### src/verilog/fetch_defines.svh
////////////////////////////////////////////////////////////
// Fetch front end constants
// Widths, reset vector, no-op bubble words and the
// instruction cache error tag codes
////////////////////////////////////////////////////////////

`ifndef FETCH_DEFINES_SVH
`define FETCH_DEFINES_SVH

// Datapath widths
`define FETCH_AW 32
`define FETCH_DW 32
`define FETCH_TAGW 4

// First fetch address out of reset
`define FETCH_RESET_VECTOR 32'h0000_0100

// No-op major opcode
`define FETCH_NOP_OPC 6'b000101

// Bubble for flush, bypass and end of delay slots
`define FETCH_NOP_FLUSH {`FETCH_NOP_OPC, 26'h041_0000}

// Bubble while waiting on the cache
`define FETCH_NOP_STALL {`FETCH_NOP_OPC, 26'h061_0000}

////////////////////////////////////////////////////////////
// Cache error tags, valid together with err
////////////////////////////////////////////////////////////

// TLB miss
`define FETCH_TAG_TE 4'hd
// Page fault
`define FETCH_TAG_PE 4'hc
// Bus error
`define FETCH_TAG_BE 4'hb

`endif

### src/verilog/fetch_bus_pkg.sv
////////////////////////////////////////////////////////////
// Instruction cache port types
// Request from the PC generator, response into fetch
////////////////////////////////////////////////////////////

`include "fetch_defines.svh"

package fetch_bus_pkg;

	////////////////////////////////////////////////////////////
	// Request side
	////////////////////////////////////////////////////////////

	// Fetch request, held for as long as the address is wanted
	typedef struct packed {
		// Word address, bit 0 marks the first fetch after a redirect
		logic [`FETCH_AW-1:0] adr;
		// Request active
		logic                 cyc;
	} ic_req_t;

	////////////////////////////////////////////////////////////
	// Response side
	////////////////////////////////////////////////////////////

	// Cache answer, ack or err qualifies the whole struct
	typedef struct packed {
		logic [`FETCH_DW-1:0]   dat;
		logic                   ack;
		logic                   err;
		// Address echoed back with the word
		logic [`FETCH_AW-1:0]   adr;
		// Error cause when err is set
		logic [`FETCH_TAGW-1:0] tag;
	} ic_rsp_t;

endpackage

### src/verilog/fetch_pipe_pkg.sv
////////////////////////////////////////////////////////////
// Pipeline side types of the fetch front end
// Output to decode and redirect from branch and exceptions
////////////////////////////////////////////////////////////

`include "fetch_defines.svh"

package fetch_pipe_pkg;

	// Fetch exceptions, at most one set per word
	typedef struct packed {
		logic itlbmiss;
		logic immufault;
		logic ibuserr;
	} fetch_exc_t;

	////////////////////////////////////////////////////////////
	// Toward decode
	////////////////////////////////////////////////////////////

	// Word handed to decode with its address and flags
	typedef struct packed {
		logic [`FETCH_DW-1:0] insn;
		logic [`FETCH_AW-1:0] pc;
		fetch_exc_t           exc;
	} fetch_out_t;

	////////////////////////////////////////////////////////////
	// From branch unit and exception unit
	////////////////////////////////////////////////////////////

	// One cycle strobe with the new fetch address
	typedef struct packed {
		logic                 valid;
		logic [`FETCH_AW-1:0] target;
	} redirect_t;

endpackage

### src/verilog/fetch_top.sv
////////////////////////////////////////////////////////////
// Fetch front end top level
// Joins the PC generator and the fetch stage
////////////////////////////////////////////////////////////

`timescale 1ns/1ps

`include "fetch_defines.svh"

module fetch_top
	import fetch_bus_pkg::*;
	import fetch_pipe_pkg::*;
(
	input  logic       clk,
	input  logic       arst_n_i,
	// Instruction cache port
	input  ic_rsp_t    ic_rsp_i,
	output ic_req_t    ic_req_o,
	// Pipeline control
	input  logic       freeze_i,
	input  logic       flushpipe_i,
	input  logic       no_more_dslot_i,
	input  logic       rfe_i,
	input  redirect_t  redirect_i,
	// Toward decode
	output fetch_out_t fetch_o,
	output logic       if_stall_o,
	output logic       saving_insn_o
);

	// Fetch stage back to PC generator
	logic                 refetch;
	logic [`FETCH_AW-1:0] saved_pc;

	////////////////////////////////////////////////////////////
	// Address side
	////////////////////////////////////////////////////////////

	pc_gen u_pc_gen (
		.clk        (clk),
		.arst_n_i   (arst_n_i),
		.freeze_i   (freeze_i),
		.if_stall_i (if_stall_o),
		.refetch_i  (refetch),
		.saved_pc_i (saved_pc),
		.redirect_i (redirect_i),
		.ic_req_o   (ic_req_o)
	);

	////////////////////////////////////////////////////////////
	// Data side
	////////////////////////////////////////////////////////////

	insn_fetch u_insn_fetch (
		.clk             (clk),
		.arst_n_i        (arst_n_i),
		.ic_rsp_i        (ic_rsp_i),
		.freeze_i        (freeze_i),
		.flushpipe_i     (flushpipe_i),
		.no_more_dslot_i (no_more_dslot_i),
		.rfe_i           (rfe_i),
		.fetch_o         (fetch_o),
		.saving_insn_o   (saving_insn_o),
		.if_stall_o      (if_stall_o),
		.refetch_o       (refetch),
		.saved_pc_o      (saved_pc)
	);

endmodule

### src/verilog/insn_fetch.sv
////////////////////////////////////////////////////////////
// Instruction fetch stage
// Presents word, address and fetch exceptions to decode,
// holds one word under freeze and inserts no-op bubbles
////////////////////////////////////////////////////////////

`timescale 1ns/1ps

`include "fetch_defines.svh"

module insn_fetch
	import fetch_bus_pkg::*;
	import fetch_pipe_pkg::*;
(
	input  logic                 clk,
	input  logic                 arst_n_i,
	// Cache response
	input  ic_rsp_t              ic_rsp_i,
	// Pipeline control
	input  logic                 freeze_i,
	input  logic                 flushpipe_i,
	input  logic                 no_more_dslot_i,
	input  logic                 rfe_i,
	// Toward decode
	output fetch_out_t           fetch_o,
	output logic                 saving_insn_o,
	output logic                 if_stall_o,
	// Toward the PC generator
	output logic                 refetch_o,
	output logic [`FETCH_AW-1:0] saved_pc_o
);

	localparam int AW = `FETCH_AW;
	localparam int DW = `FETCH_DW;

	logic          save_insn;
	logic          bypass;
	logic          bypass_q;
	logic          kill;
	logic          saved_q;
	logic [DW-1:0] insn_saved_q;
	logic [AW-1:0] addr_saved_q;
	logic [AW-1:0] rsp_adr_al;
	fetch_exc_t    exc_saved_q;
	fetch_exc_t    exc_live;

	// Word aligned view of the echoed address
	assign rsp_adr_al = {ic_rsp_i.adr[AW-1:2], 2'b00};

	// Capture a response that lands while frozen, one deep
	assign save_insn     = (ic_rsp_i.ack | ic_rsp_i.err) & freeze_i & !saved_q;
	assign saving_insn_o = save_insn & !flushpipe_i;

	// Delay slots exhausted or return from exception
	assign kill = no_more_dslot_i | rfe_i;

	// Error tag decode
	always_comb begin
		exc_live.itlbmiss  = ic_rsp_i.err & (ic_rsp_i.tag == `FETCH_TAG_TE);
		exc_live.immufault = ic_rsp_i.err & (ic_rsp_i.tag == `FETCH_TAG_PE);
		exc_live.ibuserr   = ic_rsp_i.err & (ic_rsp_i.tag == `FETCH_TAG_BE);
	end

	////////////////////////////////////////////////////////////
	// Bypass after flush
	////////////////////////////////////////////////////////////

	// Bubble from the cycle after flush up to a marked address
	assign bypass = bypass_q & !ic_rsp_i.adr[0];

	always_ff @(posedge clk or negedge arst_n_i) begin
		if (!arst_n_i)
			bypass_q <= 1'b0;
		else
			bypass_q <= flushpipe_i | bypass;
	end

	////////////////////////////////////////////////////////////
	// Saved word state
	////////////////////////////////////////////////////////////

	// Flag and error bits, flush beats save beats release
	always_ff @(posedge clk or negedge arst_n_i) begin
		if (!arst_n_i) begin
			saved_q     <= 1'b0;
			exc_saved_q <= '0;
		end else if (flushpipe_i) begin
			saved_q     <= 1'b0;
			exc_saved_q <= '0;
		end else if (save_insn) begin
			saved_q     <= 1'b1;
			exc_saved_q <= exc_live;
		end else if (!freeze_i) begin
			saved_q     <= 1'b0;
			exc_saved_q <= '0;
		end
	end

	// Word and address, only looked at while saved_q is set
	always_ff @(posedge clk) begin
		if (flushpipe_i) begin
			insn_saved_q <= `FETCH_NOP_FLUSH;
			addr_saved_q <= '0;
		end else if (save_insn) begin
			// An errored fetch replays as a bubble
			insn_saved_q <= ic_rsp_i.err ? `FETCH_NOP_FLUSH : ic_rsp_i.dat;
			addr_saved_q <= rsp_adr_al;
		end else if (!freeze_i) begin
			insn_saved_q <= `FETCH_NOP_FLUSH;
			addr_saved_q <= rsp_adr_al;
		end
	end

	////////////////////////////////////////////////////////////
	// Output to decode
	////////////////////////////////////////////////////////////

	always_comb begin
		if (kill || bypass)
			fetch_o.insn = `FETCH_NOP_FLUSH;
		else if (saved_q)
			fetch_o.insn = insn_saved_q;
		else if (ic_rsp_i.ack)
			fetch_o.insn = ic_rsp_i.dat;
		else if (ic_rsp_i.err)
			fetch_o.insn = `FETCH_NOP_FLUSH;
		else
			fetch_o.insn = `FETCH_NOP_STALL;
		fetch_o.pc  = saved_q ? addr_saved_q : rsp_adr_al;
		// Killed slots never raise an exception
		fetch_o.exc = kill ? '0 : (saved_q ? exc_saved_q : exc_live);
	end

	// Nothing to decode until the cache answers or a word is held
	assign if_stall_o = !ic_rsp_i.err & !ic_rsp_i.ack & !saved_q;
	// Late ack while replaying, PC restarts after the saved word
	assign refetch_o  = saved_q & ic_rsp_i.ack;
	assign saved_pc_o = addr_saved_q;

	a_save_sets_flag: assert property (
		@(posedge clk) disable iff (!arst_n_i)
		saving_insn_o |=> saved_q
	);

	a_dslot_no_exc: assert property (
		@(posedge clk) disable iff (!arst_n_i)
		no_more_dslot_i |-> (fetch_o.exc == '0)
	);

	a_flush_clears_saved: assert property (
		@(posedge clk) disable iff (!arst_n_i)
		flushpipe_i |=> !saved_q
	);

endmodule

### src/verilog/pc_gen.sv
////////////////////////////////////////////////////////////
// Program counter generator
// Picks the next fetch address and drives the cache request
////////////////////////////////////////////////////////////

`timescale 1ns/1ps

`include "fetch_defines.svh"

module pc_gen
	import fetch_bus_pkg::*;
	import fetch_pipe_pkg::*;
(
	input  logic                 clk,
	input  logic                 arst_n_i,
	// Pipeline hold and cache wait
	input  logic                 freeze_i,
	input  logic                 if_stall_i,
	// Resume after a replayed word
	input  logic                 refetch_i,
	input  logic [`FETCH_AW-1:0] saved_pc_i,
	// Branch or exception target
	input  redirect_t            redirect_i,
	output ic_req_t              ic_req_o
);

	localparam int AW = `FETCH_AW;
	localparam logic [AW-1:0] PC_STEP = AW'(4);

	logic [AW-1:0] pc_q;
	logic [AW-1:0] pc_d;
	// Set while the redirect target is still on the bus
	logic          mark_q;
	logic          mark_d;

	////////////////////////////////////////////////////////////
	// Next address selection
	////////////////////////////////////////////////////////////

	always_comb begin
		pc_d   = pc_q;
		mark_d = mark_q;
		if (redirect_i.valid) begin
			// Redirect wins over everything, word aligned
			pc_d   = {redirect_i.target[AW-1:2], 2'b00};
			mark_d = 1'b1;
		end else if (refetch_i) begin
			// Word after the replayed one
			pc_d   = saved_pc_i + PC_STEP;
			mark_d = 1'b0;
		end else if (!freeze_i && !if_stall_i) begin
			pc_d   = pc_q + PC_STEP;
			mark_d = 1'b0;
		end
	end

	// PC register
	always_ff @(posedge clk or negedge arst_n_i) begin
		if (!arst_n_i) begin
			pc_q   <= `FETCH_RESET_VECTOR;
			mark_q <= 1'b0;
		end else begin
			pc_q   <= pc_d;
			mark_q <= mark_d;
		end
	end

	////////////////////////////////////////////////////////////
	// Cache request
	////////////////////////////////////////////////////////////

	always_comb begin
		// Bit 0 tells fetch that the bypass bubble may end
		ic_req_o.adr = pc_q | {{(AW-1){1'b0}}, mark_q};
		// Fetch runs without pause, a hold re-presents the address
		ic_req_o.cyc = 1'b1;
	end

	// Target reaches the bus one cycle after the strobe
	a_redirect_to_req: assert property (
		@(posedge clk) disable iff (!arst_n_i)
		redirect_i.valid |=>
			(ic_req_o.adr[AW-1:2] == $past(redirect_i.target[AW-1:2])) && ic_req_o.adr[0]
	);

endmodule
### config.mk
export PLATFORM = sky130hd
export DESIGN_NAME = fetch_top
export DESIGN_NICKNAME = d
export VERILOG_FILES = /design/src/verilog/fetch_bus_pkg.sv /design/src/verilog/fetch_pipe_pkg.sv /design/src/verilog/fetch_top.sv /design/src/verilog/insn_fetch.sv /design/src/verilog/pc_gen.sv
export VERILOG_INCLUDE_DIRS = /design/src /design/src/verilog
export SDC_FILE = /design/constraint.sdc
export NUM_CORES = 1
export LEC_CHECK = 0
export BUFFER_PORTS_ARGS = -buffer_cell sky130_fd_sc_hd__buf_2
export CORE_AREA = 5 5 107 119
export DETAILED_ROUTE_END_ITERATION = 6
export DIE_AREA = 0 0 112 124
export GPL_TIMING_DRIVEN = 0
export PLACE_DENSITY = 0.85
export SYNTH_ARGS = -nofsm -noshare
export SYNTH_HDL_FRONTEND = slang
export SYNTH_HIERARCHICAL = 1
export SYNTH_SLANG_ARGS = --single-unit
### constraint.sdc
create_clock -name clk -period 8.09 [get_ports clk]
set_input_delay 0.809 -clock clk [delete_from_list [all_inputs] [get_ports clk]]
set_output_delay 0.809 -clock clk [all_outputs]
set_load 0.05 [all_outputs]
### After elaboration in Yosys (flattened, before gate mapping)

Index checks and enable logic that the tools add are counted.

| word-level totals | value |
|---|---|
| register bits after elaboration | 100 |

| cells by class | value |
|---|---|
| $add $sub $neg | 2 |
| reduce and logical (&&, ||, !) cells | 10 |
| multiplexer cells | 24 |
| bitwise gates (word level) | 14 |
| eq/ne operators | 5 |

Operator list:

| cell | count |
|---|---|
| two-way mux 32 bit | 12 |
| adder 32 x 3 -> 32 bit (second input constant) | 2 |
| OR 32 x 1 -> 32 bit | 1 |
| two-way mux 22 bit | 1 |
| two-way mux 3 bit | 5 |
| == test 4 bit (second input constant) | 3 |
| AND 1 bit | 10 |
| zero test 1 bit | 7 |
| two-way mux 1 bit | 6 |
| inequality test 3 x 1 -> 1 bit (second input constant) | 1 |
| OR 1 bit | 3 |
| nonzero test 3 bit | 1 |
| inequality test 2 x 1 -> 1 bit (second input constant) | 1 |
| logical AND 1 bit | 1 |
| logical OR 1 bit | 1 |

### Longest topological paths before layout

Gate-level depths: netlist of run 1.

| logic depth | value |
|---|---|
| word-level depth | 8 |
| mapped depth | 19 |

### Cells and area by module

The synthesis of run 1 kept the hierarchy.

Modules (own cells, without submodules):

| module | sequential area each (sq um) | cells each | area an instance (sq um) | instances |
|---|---|---|---|---|
| pc_gen | 827.0 | 374 | 3069.2 | 1 |
| insn_fetch | 1366.3 | 301 | 3046.7 | 1 |

### Least setup slack after synthesis of run 1

Ideal clock, no wire load.

| timing | value |
|---|---|
| path kind | input -> register |
| from | input port ic_rsp_i[37] (netlist name) |
| to | register u_pc_gen.pc_q[20] |
| data required time | 7.964 ns |
| stages on the path | 17 |
| setup time | 0.126 ns |
| data arrival time | 3.851 ns |
| path buffers | 8 |
| slack | 4.113 ns |
| cells stage by stage | buf_2 > and2_1 > buf_6 > buf_4 > buf_6 > buf_2 > buf_2 > buf_2 > mux2_2 > ha_1 > inv_1 > a21oi_1 > and3_1 > clkbuf_1 > nand2_1 > xor2_1 > a221o_1 |

| between the ends | value |
|---|---|
| elaborated cells on any way between the ends | 9 |

RTL lines:

| item | RTL line | RTL |
|---|---|---|
| from (decl) | fetch_top.sv:17 | `input ic_rsp_t ic_rsp_i,` |
| AND 1 bit (*) | insn_fetch.sv:137 | `assign refetch_o = saved_q & ic_rsp_i.ack;` |
| via refetch | fetch_top.sv:32 | `logic refetch;` |
| two-way mux 32 bit | pc_gen.sv:47 | `end else if (refetch_i) begin` |
| two-way mux 32 bit | pc_gen.sv:43 | `if (redirect_i.valid) begin` |
| to (signal assigned) | pc_gen.sv:60 | `` pc_q <= `FETCH_RESET_VECTOR; `` |
| to (signal assigned) | pc_gen.sv:63 | `pc_q <= pc_d;` |
| to (decl) | pc_gen.sv:30 | `logic [AW-1:0] pc_q;` |

Mark *: on every way through the listed nets, which the timed path passes. The rest lies on a longest branch.
A chain may end at the register's enable or synchronous reset.

### Final worst setup path of run 1

| timing | value |
|---|---|
| from | register u_insn_fetch.saved_q |
| to | register u_pc_gen.pc_q[26] |

| between the ends | value |
|---|---|
| elaborated cells on any way between the ends | 8 |

RTL lines:

| item | RTL line | RTL |
|---|---|---|
| from (decl) | insn_fetch.sv:40 | `logic saved_q;` |
| from (signal assigned) | insn_fetch.sv:85 | `saved_q <= 1'b0;` |
| from (signal assigned) | insn_fetch.sv:88 | `saved_q <= 1'b0;` |
| from (signal assigned) | insn_fetch.sv:91 | `saved_q <= 1'b1;` |
| AND 1 bit (*) | insn_fetch.sv:137 |  |
| via refetch | fetch_top.sv:32 |  |
| two-way mux 32 bit | pc_gen.sv:47 |  |
| two-way mux 32 bit | pc_gen.sv:43 |  |

Marks and branches as above.

==> results of run 1 <==
[flip-flops by register name, indices dropped and copies added, names as in the netlist]
signal,cells
u_pc_gen/pc_q,32
u_insn_fetch/bypass_q,1
u_pc_gen/mark_q,1
u_insn_fetch/insn_saved_q,32
u_insn_fetch/saved_q,1
u_insn_fetch/exc_saved_q,3
u_insn_fetch/saved_pc_o,30
[metrics by stage]
stage	hold slack [ns]	utilization (%)	instance area (µm²)	total power [mW]	setup slack [ns]
global route	0.494	67.5	7650	1.48	2.65
detailed placement	0.464	64.7	7330	0.988	3.10
floorplan	0.442	-	6130	0.874	4.11
CTS	0.487	67.5	7650	1.43	3.05
global placement	0.460	64.7	7330	0.983	3.09
finish	0.485	67.5	7650	1.43	2.94
[critical path, delay by kind of cell (launching register included)]
| kind | cells | cell delay, ns |
|---|---|---|
| AOI/OAI and AO/OA | 2 | 0.64 |
| xor gates and xnor gates | 1 | 0.12 |
| adders and majority gates | 1 | 0.29 |
| buffers and inverters | 10 | 2.40 |
| DFF | 1 | 0.34 |
| muxes | 1 | 0.20 |
| and+or+nand+nor | 3 | 1.04 |
[cells by family after synthesis]
logic type / share of synthesized area [%]
xor+xnor: 3.72
buf+inv: 9.43
flops: 35.9
compound gates: 22.3
mux: 11.0
simple gates: 17.4
other cells: 0.123
fa+ha+maj: 0.205
[power breakdown]
part	internal [mW]	switching [mW]	leakage, nW	total (mW)
clock network	0.255	0.190	0.159	0.445
registers	0.528	0.0444	0.969	0.572
logic	0.146	0.263	2.33	0.409
total	0.929	0.498	3.45	1.43
[per-layer routing]
metal / part of all wire [%] / track usage [%]
met3: 10 / 5.69
met5: 0 / 0
met4: 3.3 / 14.0
met1: 38 / 30.0
met2: 49 / 46.3
[path summary, 6_finish.rpt]
kind	from	to
min in group asynchronous	arst_n_i	u_pc_gen/pc_q[17]$_DFFE_PN0P_
worst min-delay path	u_insn_fetch/insn_saved_q[10]$_SDFFE_PP0P_	u_insn_fetch/insn_saved_q[10]$_SDFFE_PP0P_
worst max-delay path	u_insn_fetch/saved_q$_DFFE_PN0P_	u_pc_gen/pc_q[26]$_DFFE_PN0P_
worst min register to register	u_insn_fetch/insn_saved_q[10]$_SDFFE_PP0P_	u_insn_fetch/insn_saved_q[10]$_SDFFE_PP0P_
max in group asynchronous	arst_n_i	u_pc_gen/pc_q[9]$_DFFE_PN0P_
worst max register to register	u_insn_fetch/saved_q$_DFFE_PN0P_	u_pc_gen/pc_q[26]$_DFFE_PN0P_
[cell type report]
type / instances / area [µm²] / area share (%)
clock buffer: 12 / 289 / 3.78
multi-input combinational: 484 / 3360 / 43.9
tap: 150 / 188 / 2.45
clock inverter: 4 / 27.5 / 0.360
timing repair buffer: 203 / 1020 / 13.3
sequential: 100 / 2190 / 28.7
inverter: 8 / 30.0 / 0.393
buffer: 86 / 547 / 7.15
[Yosys cell counts, types with 8 or more instances]
cell      number
buf_2         22
o21ai_0       18
a22o_1        58
nand3_1       22
dfxtp_1       62
inv_1          8
a22oi_1       34
nand2b_1       9
xnor2_1       10
mux2_2        40
nor2_1        68
a21oi_1       35
clkbuf_1      17
buf_4         38
dfrtp_1       37
nand2_1       42
nand3b_1      11
xor2_1        16
mux2i_1       22
==> run_results.csv, run 1 <==
group,metric,value,unit
setup_path,critPathArrivalTime,5.39,ns
floorplanning,rows,41,
sta,fin_crit_sh,63.6,%
setup_path,r2r.worst_path.cells,18,
clocking,postCtsHoldBufs,0,
clocking,cts_tree,"yes",
setup_path,kind_of_critical_path,"register to register",
clocking,cts_root_buf,"clkbuf_16",
logic_synthesis,synthesis.yosys.warnings,6,
setup_path,crit_slowest_cell,"nor4_1",
floorplanning,core,0.0113,mm²
sta,final.setup.tns,0,ns
floorplanning,die_outline_width,112,µm
place,dpl.hpwl,14200,µm
sta,slew_headroom,38.1,%
routing,detailedRoute.firstPassIterationCount,5,
final_layout,area_delta_synth_final,25.0,%
sta,rsz0062_at_grt,"false",
final_layout,fin_nets,1002,
clocking,ctsHtreeMaxLevel,3,
setup_path,worstPathCellList,"buf_6, buf_2, clkbuf_1, and2_1, buf_6, buf_4, buf_6, buf_2, buf_2, buf_2, mux2_2, ha_1, inv_1, a21oi_1, nand3_2, nor4_1, xor2_1, a221oi_1",
logic_synthesis,synth_ff_type,"dfxtp_1",
clocking,worstSkewPairLatency,0.34,ns
routing,drtIter0Drc,392,
final_layout,insertedDiodeCount,0,
sta,finalSetupViolCount,0,
logic_synthesis,syn_inst,675,
clocking,numCtsBuffers,9,
global_routing,grtUsageTotal,26.2,%
logic_synthesis,synth_top_area_share,20.3,%
floorplanning,design.portCount,211,
floorplanning,initial_utilization,53.9,%
sta,slew_violations,0,
logic_synthesis,post_synth_num_cell_types,60,
place,gpl.final_weighted_congestion,1.01,
outcome,outcome,"finished clean",
setup_path,critPathCaptureType,"register",
routing,wl_per_cell,18.2,µm
clocking,cts.reportedPaths.clkPinSlew,0.07,ns
sta,fmax,0.194,GHz
logic_synthesis,synth_top_cells_by_area,"dfxtp_1 (20%), dfrtp_1 (15%), a22o_1 (8.3%)",
floorplanning,fp.dieArea,0.0139,mm²
global_routing,grt-ovfl-total,0,
sta,hold_viol,0,
place,port_buffers,203,
hold_path,worstHoldPathCells,1,
final_layout,layout-drive-gt1-share,37.7,%
routing,vias_per_cell,5.83,
clocking,cts_repair_resize_count,0,
floorplanning,chipHeight,124,µm
global_routing,grt_pass1_wl,29500,µm
power_and_ir_drop,power.density,187,mW/mm²
sta,worst_pin_slew,0.928,ns
setup_path,required_time_at_the_endpoint_of_the_critical_path,8.33,ns
logic_synthesis,synth.cell_area,0.00612,mm²
final_layout,finish.cell_count_without_fillers,1047,
run,max_cap_viol_count,0,
setup_path,flop2flop_setup_slack,2.94,ns
final_layout,fill_cells,948,
logic_synthesis,syn-mean-instance-area,9.06,µm²
logic_synthesis,synth-seq-cells,100,
place,cell_count_post_placement,1031,
logic_synthesis,number_of_flops_mapped_to_enable_cells_by_yosys,0,
setup_path,critPathMaxFanout,10,
logic_synthesis,asyncSetResetFlopFracSynth,38.0,%
routing,ant_nets,0,
final_layout,most_used_cells_in_the_layout_excluding_fill_and_tap_cells,"buf_2 (225), nor2_1 (68), dfxtp_1 (62)",
routing,drc_errors,0,
global_routing,grt_pass1_vias,6102,
global_routing,grt_max_degree,39,
final_layout,final_common_cell,"buf_2",
setup_path,cp-start-kind,"register",
sta,finClkSkew,0.00482,ns
power_and_ir_drop,p_leak,3.45,nW
routing,vias,6100,
hold_path,holdCritPathClass,"register to register",
routing,detail_route.wirelength,19000,µm
logic_synthesis,yosysTopAreaCell,"dfxtp_1",
power_and_ir_drop,power.ir.vdd_worst,0.000112,V
setup_path,cp_common_cell,"buf_2",
clocking,post-cts-setup-buffers,0,
logic_synthesis,seq_area_frac_synth,35.9,%
clocking,tritoncts_num_sinks,100,
sta,min_period,5.15,ns
global_routing,grt_antenna_before_repair,0,
setup_path,critPathMaxStageDelay,0.45,ns
clocking,cts-root-to-sink-buffers,2,
Note: power is estimated with default switching activity, not from simulation.
==> run 2: changes to the inputs <==
--- a/config.mk
+++ b/config.mk
@@ -7,11 +7,11 @@
 export NUM_CORES = 1
 export LEC_CHECK = 0
 export BUFFER_PORTS_ARGS = -buffer_cell sky130_fd_sc_hd__buf_2
-export CORE_AREA = 5 5 107 119
+export CORE_AREA = 5 5 116 129
 export DETAILED_ROUTE_END_ITERATION = 6
-export DIE_AREA = 0 0 112 124
+export DIE_AREA = 0 0 121 134
 export GPL_TIMING_DRIVEN = 0
-export PLACE_DENSITY = 0.85
+export PLACE_DENSITY = 0.77
 export SYNTH_ARGS = -nofsm -noshare
 export SYNTH_HDL_FRONTEND = slang
 export SYNTH_HIERARCHICAL = 1
==> constraint.sdc (replaced) <==
create_clock -name clk -period 4.5 [get_ports clk]
set_input_delay 0.45 -clock clk [delete_from_list [all_inputs] [get_ports clk]]
set_output_delay 0.45 -clock clk [all_outputs]
set_load 0.05 [all_outputs]
==> run 2 against run 1 <==
Compared with the run above: sequential share of layout area down 0.089 points; worst hold slack worse by 0.24 ns; via count shrank 0.74%; sequential power grew 80%; global-route usage fell by 2.3 points; clock-buffer cell count decreased by 1; combinational power increased by 81%; register-to-register slack got worse by 2.7 ns.
==> run_results.csv, run 2 (synthesis results as in run 1) <==
group,metric,value,unit
outcome,outcome,"finished clean",
place,port_buffers,203,
place,pre_cts_ws,-0.719,ns
setup_path,r2r.worst_path.cells,16,
sta,min_period,4.27,ns
sta,fmax,0.234,GHz
floorplanning,rows,45,
setup_path,critPathCaptureType,"register",
place,gpl.final_weighted_congestion,0.910,
routing,vias_per_cell,5.59,
sta,fin_crit_sh,94.9,%
sta,hold-worst-slack,0.243,ns
routing,vias,6055,
setup_path,kind_of_critical_path,"register to register",
routing,wl_per_cell,18.2,µm
global_routing,grt-ovfl-total,0,
setup_path,flop2flop_setup_slack,0.23,ns
place,cell_count_post_placement,1069,
global_routing,grt_pass1_vias,5999,
place,dpl.hpwl,15000,µm
routing,detail_route.wirelength,19700,µm
sta,timing.final.ws_setup,0.229,ns
sta,finalSetupViolCount,0,
setup_path,timing.rr.end,"u_pc_gen/pc_q[26]$_DFFE_PN0P_",
setup_path,cp-start-kind,"register",
clocking,tritoncts_num_sinks,100,
final_layout,fin_nets,1000,
final_layout,area_delta_synth_final,25.4,%
setup_path,critPathMaxFanout,26,
global_routing,grt_pass1_wl,31000,µm
power_and_ir_drop,p_leak,3.43,nW
setup_path,required_time_at_the_endpoint_of_the_critical_path,4.73,ns
floorplanning,initial_utilization,45.1,%
sta,rsz0062_at_grt,"false",
floorplanning,chipHeight,134,µm
final_layout,finish.cell_count_without_fillers,1083,
setup_path,critPathArrivalTime,4.50,ns
global_routing,grt_antenna_before_repair,2,
power_and_ir_drop,overall_power,2.53,mW
floorplanning,fp.dieArea,0.0162,mm²
final_layout,regArea,0.00219,mm²
final_layout,final_core_utilization,56.5,%
setup_path,cp_common_cell,"buf_6",
clocking,cts-root-to-sink-buffers,2,
setup_path,worstPathCellList,"buf_6, and2_2, buf_6, buf_4, buf_6, buf_2, buf_4, buf_2, mux2_2, ha_1, inv_1, a21oi_2, nand3_2, nor4_2, xor2_1, a221oi_1",
routing,ant_nets,0,
final_layout,fill_cells,1291,
clocking,cts_root_buf,"clkbuf_16",
clocking,ctsHtreeMaxLevel,3,
sta,finClkSkew,0.00704,ns
clocking,worstSkewPairLatency,0.35,ns
final_layout,layout-drive-gt1-share,38.0,%
setup_path,critPathMaxStageDelay,0.37,ns
floorplanning,die_outline_width,121,µm
setup_path,crit_slowest_cell,"nor4_2",
run,max_cap_viol_count,0,
final_layout,insertedDiodeCount,0,
floorplanning,design.portCount,211,
routing,drc_errors,0,
sta,slew_headroom,38.3,%
final_layout,multiInputGateArea,0.00337,mm²
sta,hold_viol,0,
power_and_ir_drop,power.ir.vdd_worst,0.000144,V
floorplanning,core,0.0136,mm²
hold_path,holdCritPathClass,"primary input to asynchronous set/reset pin",
final_layout,most_used_cells_in_the_layout_excluding_fill_and_tap_cells,"buf_2 (223), nor2_1 (68), dfxtp_1 (62)",
clocking,numCtsBuffers,9,
global_routing,grtUsageTotal,23.9,%
clocking,cts.reportedPaths.clkPinSlew,0.07,ns
clocking,cts_tree,"yes",
sta,worst_pin_slew,0.925,ns
final_layout,final_common_cell,"buf_2",
sta,slew_violations,0,
routing,detailedRoute.firstPassIterationCount,7,
routing,drtIter0Drc,509,
setup_path,launching_point_of_the_worst_reg2reg_path,"u_insn_fetch/saved_q$_DFFE_PN0P_",
power_and_ir_drop,power.density,329,mW/mm²
global_routing,grt_max_degree,39,
[run 2: stage by stage]
stage	area, µm²	setup TNS, ns
2_1_floorplan	6130	0
3_3_place_gp	7380	-5.66
3_5_place_dp	7380	-6.04
4_1_cts	7660	0
5_1_grt	7670	0
6_report	7670	0
[run 2: worst max-delay path: cells and delay by family, from the launching register on]
kind	cells	cell delay [ns]
buffers and inverters	8	1.78
AND/OR/NAND/NOR	3	0.89
XOR/XNOR	1	0.10
adder cells (fa/ha/maj)	1	0.27
flip-flops	1	0.34
multiplexers	1	0.19
AO/OA/AOI/OAI	2	0.57
[run 2: area by class of cell]
cell class                 instances  area share [%]
clock buffer                      11            3.29
sequential                       100            28.6
multi-input combinational        484            43.9
timing repair buffer             203            13.2
inverter                           8           0.391
clock inverter                     5           0.457
buffer                            84            7.05
tap                              188            3.07
[run 2: per-layer routing]
metal	share of wire, %	vias to the layer above	GRT usage, %	routed length (µm)
li1	-	2868	-	-
met3	10	48	6.54	2030
met5	0.11	-	0	21
met4	2.9	4	9.51	567
met2	46	310	39.8	9130
met1	40	2825	29.4	7950
[run 2: how the worst max path moves through the flow]
stage | from | end | slack (ns) | cells past startpoint
6_report | u_insn_fetch/saved_q$_DFFE_PN0P_ | u_pc_gen/pc_q[26]$_DFFE_PN0P_ | 0.23 | 16
5_1_grt | u_insn_fetch/saved_q$_DFFE_PN0P_ | u_pc_gen/pc_q[20]$_DFFE_PN0P_ | 0.03 | 17
4_1_cts | u_insn_fetch/saved_q$_DFFE_PN0P_ | u_pc_gen/pc_q[26]$_DFFE_PN0P_ | 0.02 | 16
3_5_place_dp | u_insn_fetch/saved_q$_DFFE_PN0P_ | u_pc_gen/pc_q[26]$_DFFE_PN0P_ | -0.72 | 18
3_3_place_gp | u_insn_fetch/saved_q$_DFFE_PN0P_ | u_pc_gen/pc_q[26]$_DFFE_PN0P_ | -0.69 | 18
2_1_floorplan | u_insn_fetch/saved_q$_DFFE_PN0P_ | u_pc_gen/pc_q[20]$_DFFE_PN0P_ | 0.56 | 19
[run 2: power by group]
part           total [mW]  switching, mW  internal, mW
clock               0.759          0.352         0.407
sequential           1.03         0.0799         0.949
combinational       0.740          0.477         0.263
[run 2: timing repair]
| item | CTS | global route |
|---|---|---|
| hold buffers | 0 | 0 |
| buffers inserted | 0 | 0 |
| resized for setup | 1 | 3 |
| endpoints found under the setup margin | 14 | 9 |
| pin swaps | 0 | 0 |
==> run 3: changes to the inputs <==
--- a/config.mk
+++ b/config.mk
@@ -12,6 +12,7 @@
 export DIE_AREA = 0 0 121 134
 export GPL_TIMING_DRIVEN = 0
 export PLACE_DENSITY = 0.77
+export SETUP_SLACK_MARGIN = 0.4
 export SYNTH_ARGS = -nofsm -noshare
 export SYNTH_HDL_FRONTEND = slang
 export SYNTH_HIERARCHICAL = 1
==> run 3 against run 2 <==
Compared with the run above: die area is the same; non-clock buffer count up 3; sequential share of layout area down 0.24 points; critical path depth increased by 2; sequential cell count stayed put; maximum frequency rose by 7.9%; critical endpoint unchanged; largest cell class unchanged.
==> run_results.csv, run 3 (synthesis results as in run 1) <==
group,metric,value,unit
routing,vias_per_cell,5.55,
global_routing,grt_use_met3,5.99,%
floorplanning,rows,45,
global_routing,grt_antenna_before_repair,2,
floorplanning,core,0.0136,mm²
global_routing,grt-ovfl-total,0,
setup_path,critPathArrivalTime,4.19,ns
setup_path,critPathMaxFanout,10,
clocking,cts.reportedPaths.clkPinSlew,0.07,ns
sta,fmax,0.253,GHz
place,dpl.hpwl,15000,µm
clocking,tritoncts_num_sinks,100,
global_routing,grt.met2_usage,39.9,%
setup_path,cp-start-kind,"register",
power_and_ir_drop,overall_power,2.53,mW
final_layout,final_common_cell,"buf_2",
run,max_cap_viol_count,0,
setup_path,worstPathCellList,"buf_6, buf_6, buf_4, and2_4, buf_6, buf_4, buf_6, buf_6, buf_6, buf_4, mux2_2, ha_2, inv_1, a21oi_4, nand3_4, nor4_2, xor2_1, a221oi_1",
final_layout,area_delta_synth_final,26.5,%
sta,finClkSkew,0.00507,ns
power_and_ir_drop,power.density,328,mW/mm²
floorplanning,initial_utilization,45.1,%
setup_path,crit_slowest_cell,"nor4_2",
outcome,outcome,"finished clean",
power_and_ir_drop,power.ir.vdd_worst,0.000148,V
floorplanning,die_outline_width,121,µm
sta,rsz0062_at_grt,"false",
clocking,ctsHtreeMaxLevel,3,
final_layout,fin_nets,1003,
place,port_buffers,203,
routing,drc_errors,0,
final_layout,most_used_cells_in_the_layout_excluding_fill_and_tap_cells,"buf_2 (221), nor2_1 (68), dfxtp_1 (62)",
global_routing,grt_pass1_wl,31200,µm
hold_path,holdCritPathClass,"primary input to asynchronous set/reset pin",
clocking,cts_root_buf,"clkbuf_16",
global_routing,grt.met1_usage,29.6,%
routing,vias,6031,
clocking,numCtsBuffers,9,
floorplanning,fp.dieArea,0.0162,mm²
setup_path,kind_of_critical_path,"register to register",
floorplanning,chipHeight,134,µm
final_layout,insertedDiodeCount,0,
setup_path,cp_common_cell,"buf_6",
final_layout,fill_cells,1274,
routing,wl_per_cell,18.3,µm
setup_path,critPathMaxStageDelay,0.35,ns
floorplanning,design.portCount,211,
routing,detail_route.wirelength,19800,µm
sta,worst_pin_slew,0.932,ns
sta,finalSetupViolCount,0,
sta,fin_crit_sh,87.9,%
global_routing,grt_pass1_vias,6010,
final_layout,final_area,0.00774,mm²
final_layout,layout-drive-gt1-share,38.5,%
clocking,cts-root-to-sink-buffers,2,
place,gpl.final_weighted_congestion,0.910,
clocking,worstSkewPairLatency,0.35,ns
clocking,cts_tree,"yes",
place,placed_area,0.00738,mm²
routing,drtIter0Drc,531,
sta,min_period,3.96,ns
power_and_ir_drop,p_leak,3.45,nW
setup_path,critPathCaptureType,"register",
setup_path,required_time_at_the_endpoint_of_the_critical_path,4.73,ns
routing,detailedRoute.firstPassIterationCount,5,
sta,slew_headroom,37.8,%
global_routing,grtUsageTotal,24.1,%
sta,slew_violations,0,
routing,ant_nets,0,
place,cell_count_post_placement,1069,
global_routing,grt.busiest_layer,"met2",
final_layout,finish.cell_count_without_fillers,1086,
sta,hold_viol,0,
global_routing,grt_max_degree,39,
[run 3: what timing repair did]
item	4_1_cts	5_1_grt
gates resized for setup	16	4
hold buffers	0	0
buffers inserted	0	1
endpoints found under the setup margin	15	9
[run 3: report_power, final]
group | internal (mW) | switching [mW] | total [mW]
Sequential | 0.949 | 0.0801 | 1.03
Clock | 0.407 | 0.352 | 0.759
Combinational | 0.267 | 0.479 | 0.745
[run 3: final timing paths]
check                                                                start                                          to  slack, ns  depth (start not counted)
worst max-delay path                      u_insn_fetch/saved_q$_DFFE_PN0P_               u_pc_gen/pc_q[26]$_DFFE_PN0P_       0.54                         18
worst min-delay path                                              arst_n_i               u_pc_gen/pc_q[15]$_DFFE_PN0P_       0.24                          1
worst max register to register            u_insn_fetch/saved_q$_DFFE_PN0P_               u_pc_gen/pc_q[26]$_DFFE_PN0P_       0.54                         18
worst min register to register  u_insn_fetch/insn_saved_q[22]$_SDFFE_PP1P_  u_insn_fetch/insn_saved_q[22]$_SDFFE_PP1P_       0.49                          1
max in group asynchronous                                         arst_n_i             u_insn_fetch/bypass_q$_DFF_PN0_       3.68                          1
min in group clk                                             redirect_i[3]                u_pc_gen/pc_q[3]$_DFFE_PN0P_       0.31                          3
[run 3: layout make-up]
cell class	count	area (µm²)	share of cell area [%]
repair buffers	204	1020	13.2
plain buffers	86	573	7.41
multi-input cells	484	3390	43.9
inverters	8	30.0	0.388
well taps	188	235	3.04
clock buffers	11	253	3.27
flip-flops and latches	100	2190	28.4
clock inverters	5	35.0	0.453
[run 3: through the flow]
step,utilization [%],worst slack (ns),TNS [ns],hold slack (ns)
6_report,57.0,0.544,0,0.243
5_1_grt,57.0,0.403,0,0.301
4_1_cts,56.9,0.434,0,0.274
3_5_place_dp,54.4,-0.719,-6.04,0.464
3_3_place_gp,54.4,-0.693,-5.66,0.460
2_1_floorplan,-,0.564,0,0.154
[run 3: metal layers]
metal / wire [µm] / part of all wire, %
met5: 21 / 0.11
met4: 625 / 3.2
met3: 2070 / 10
met2: 9260 / 47
met1: 7860 / 40
[run 3: worst max-delay path: cells and delay by family (launching register included)]
family | cells | cell delay, ns
mux | 1 | 0.17
xor+xnor | 1 | 0.10
simple gates | 3 | 0.71
fa+ha+maj | 1 | 0.23
buf+inv | 10 | 1.72
flops | 1 | 0.34
compound gates | 2 | 0.53
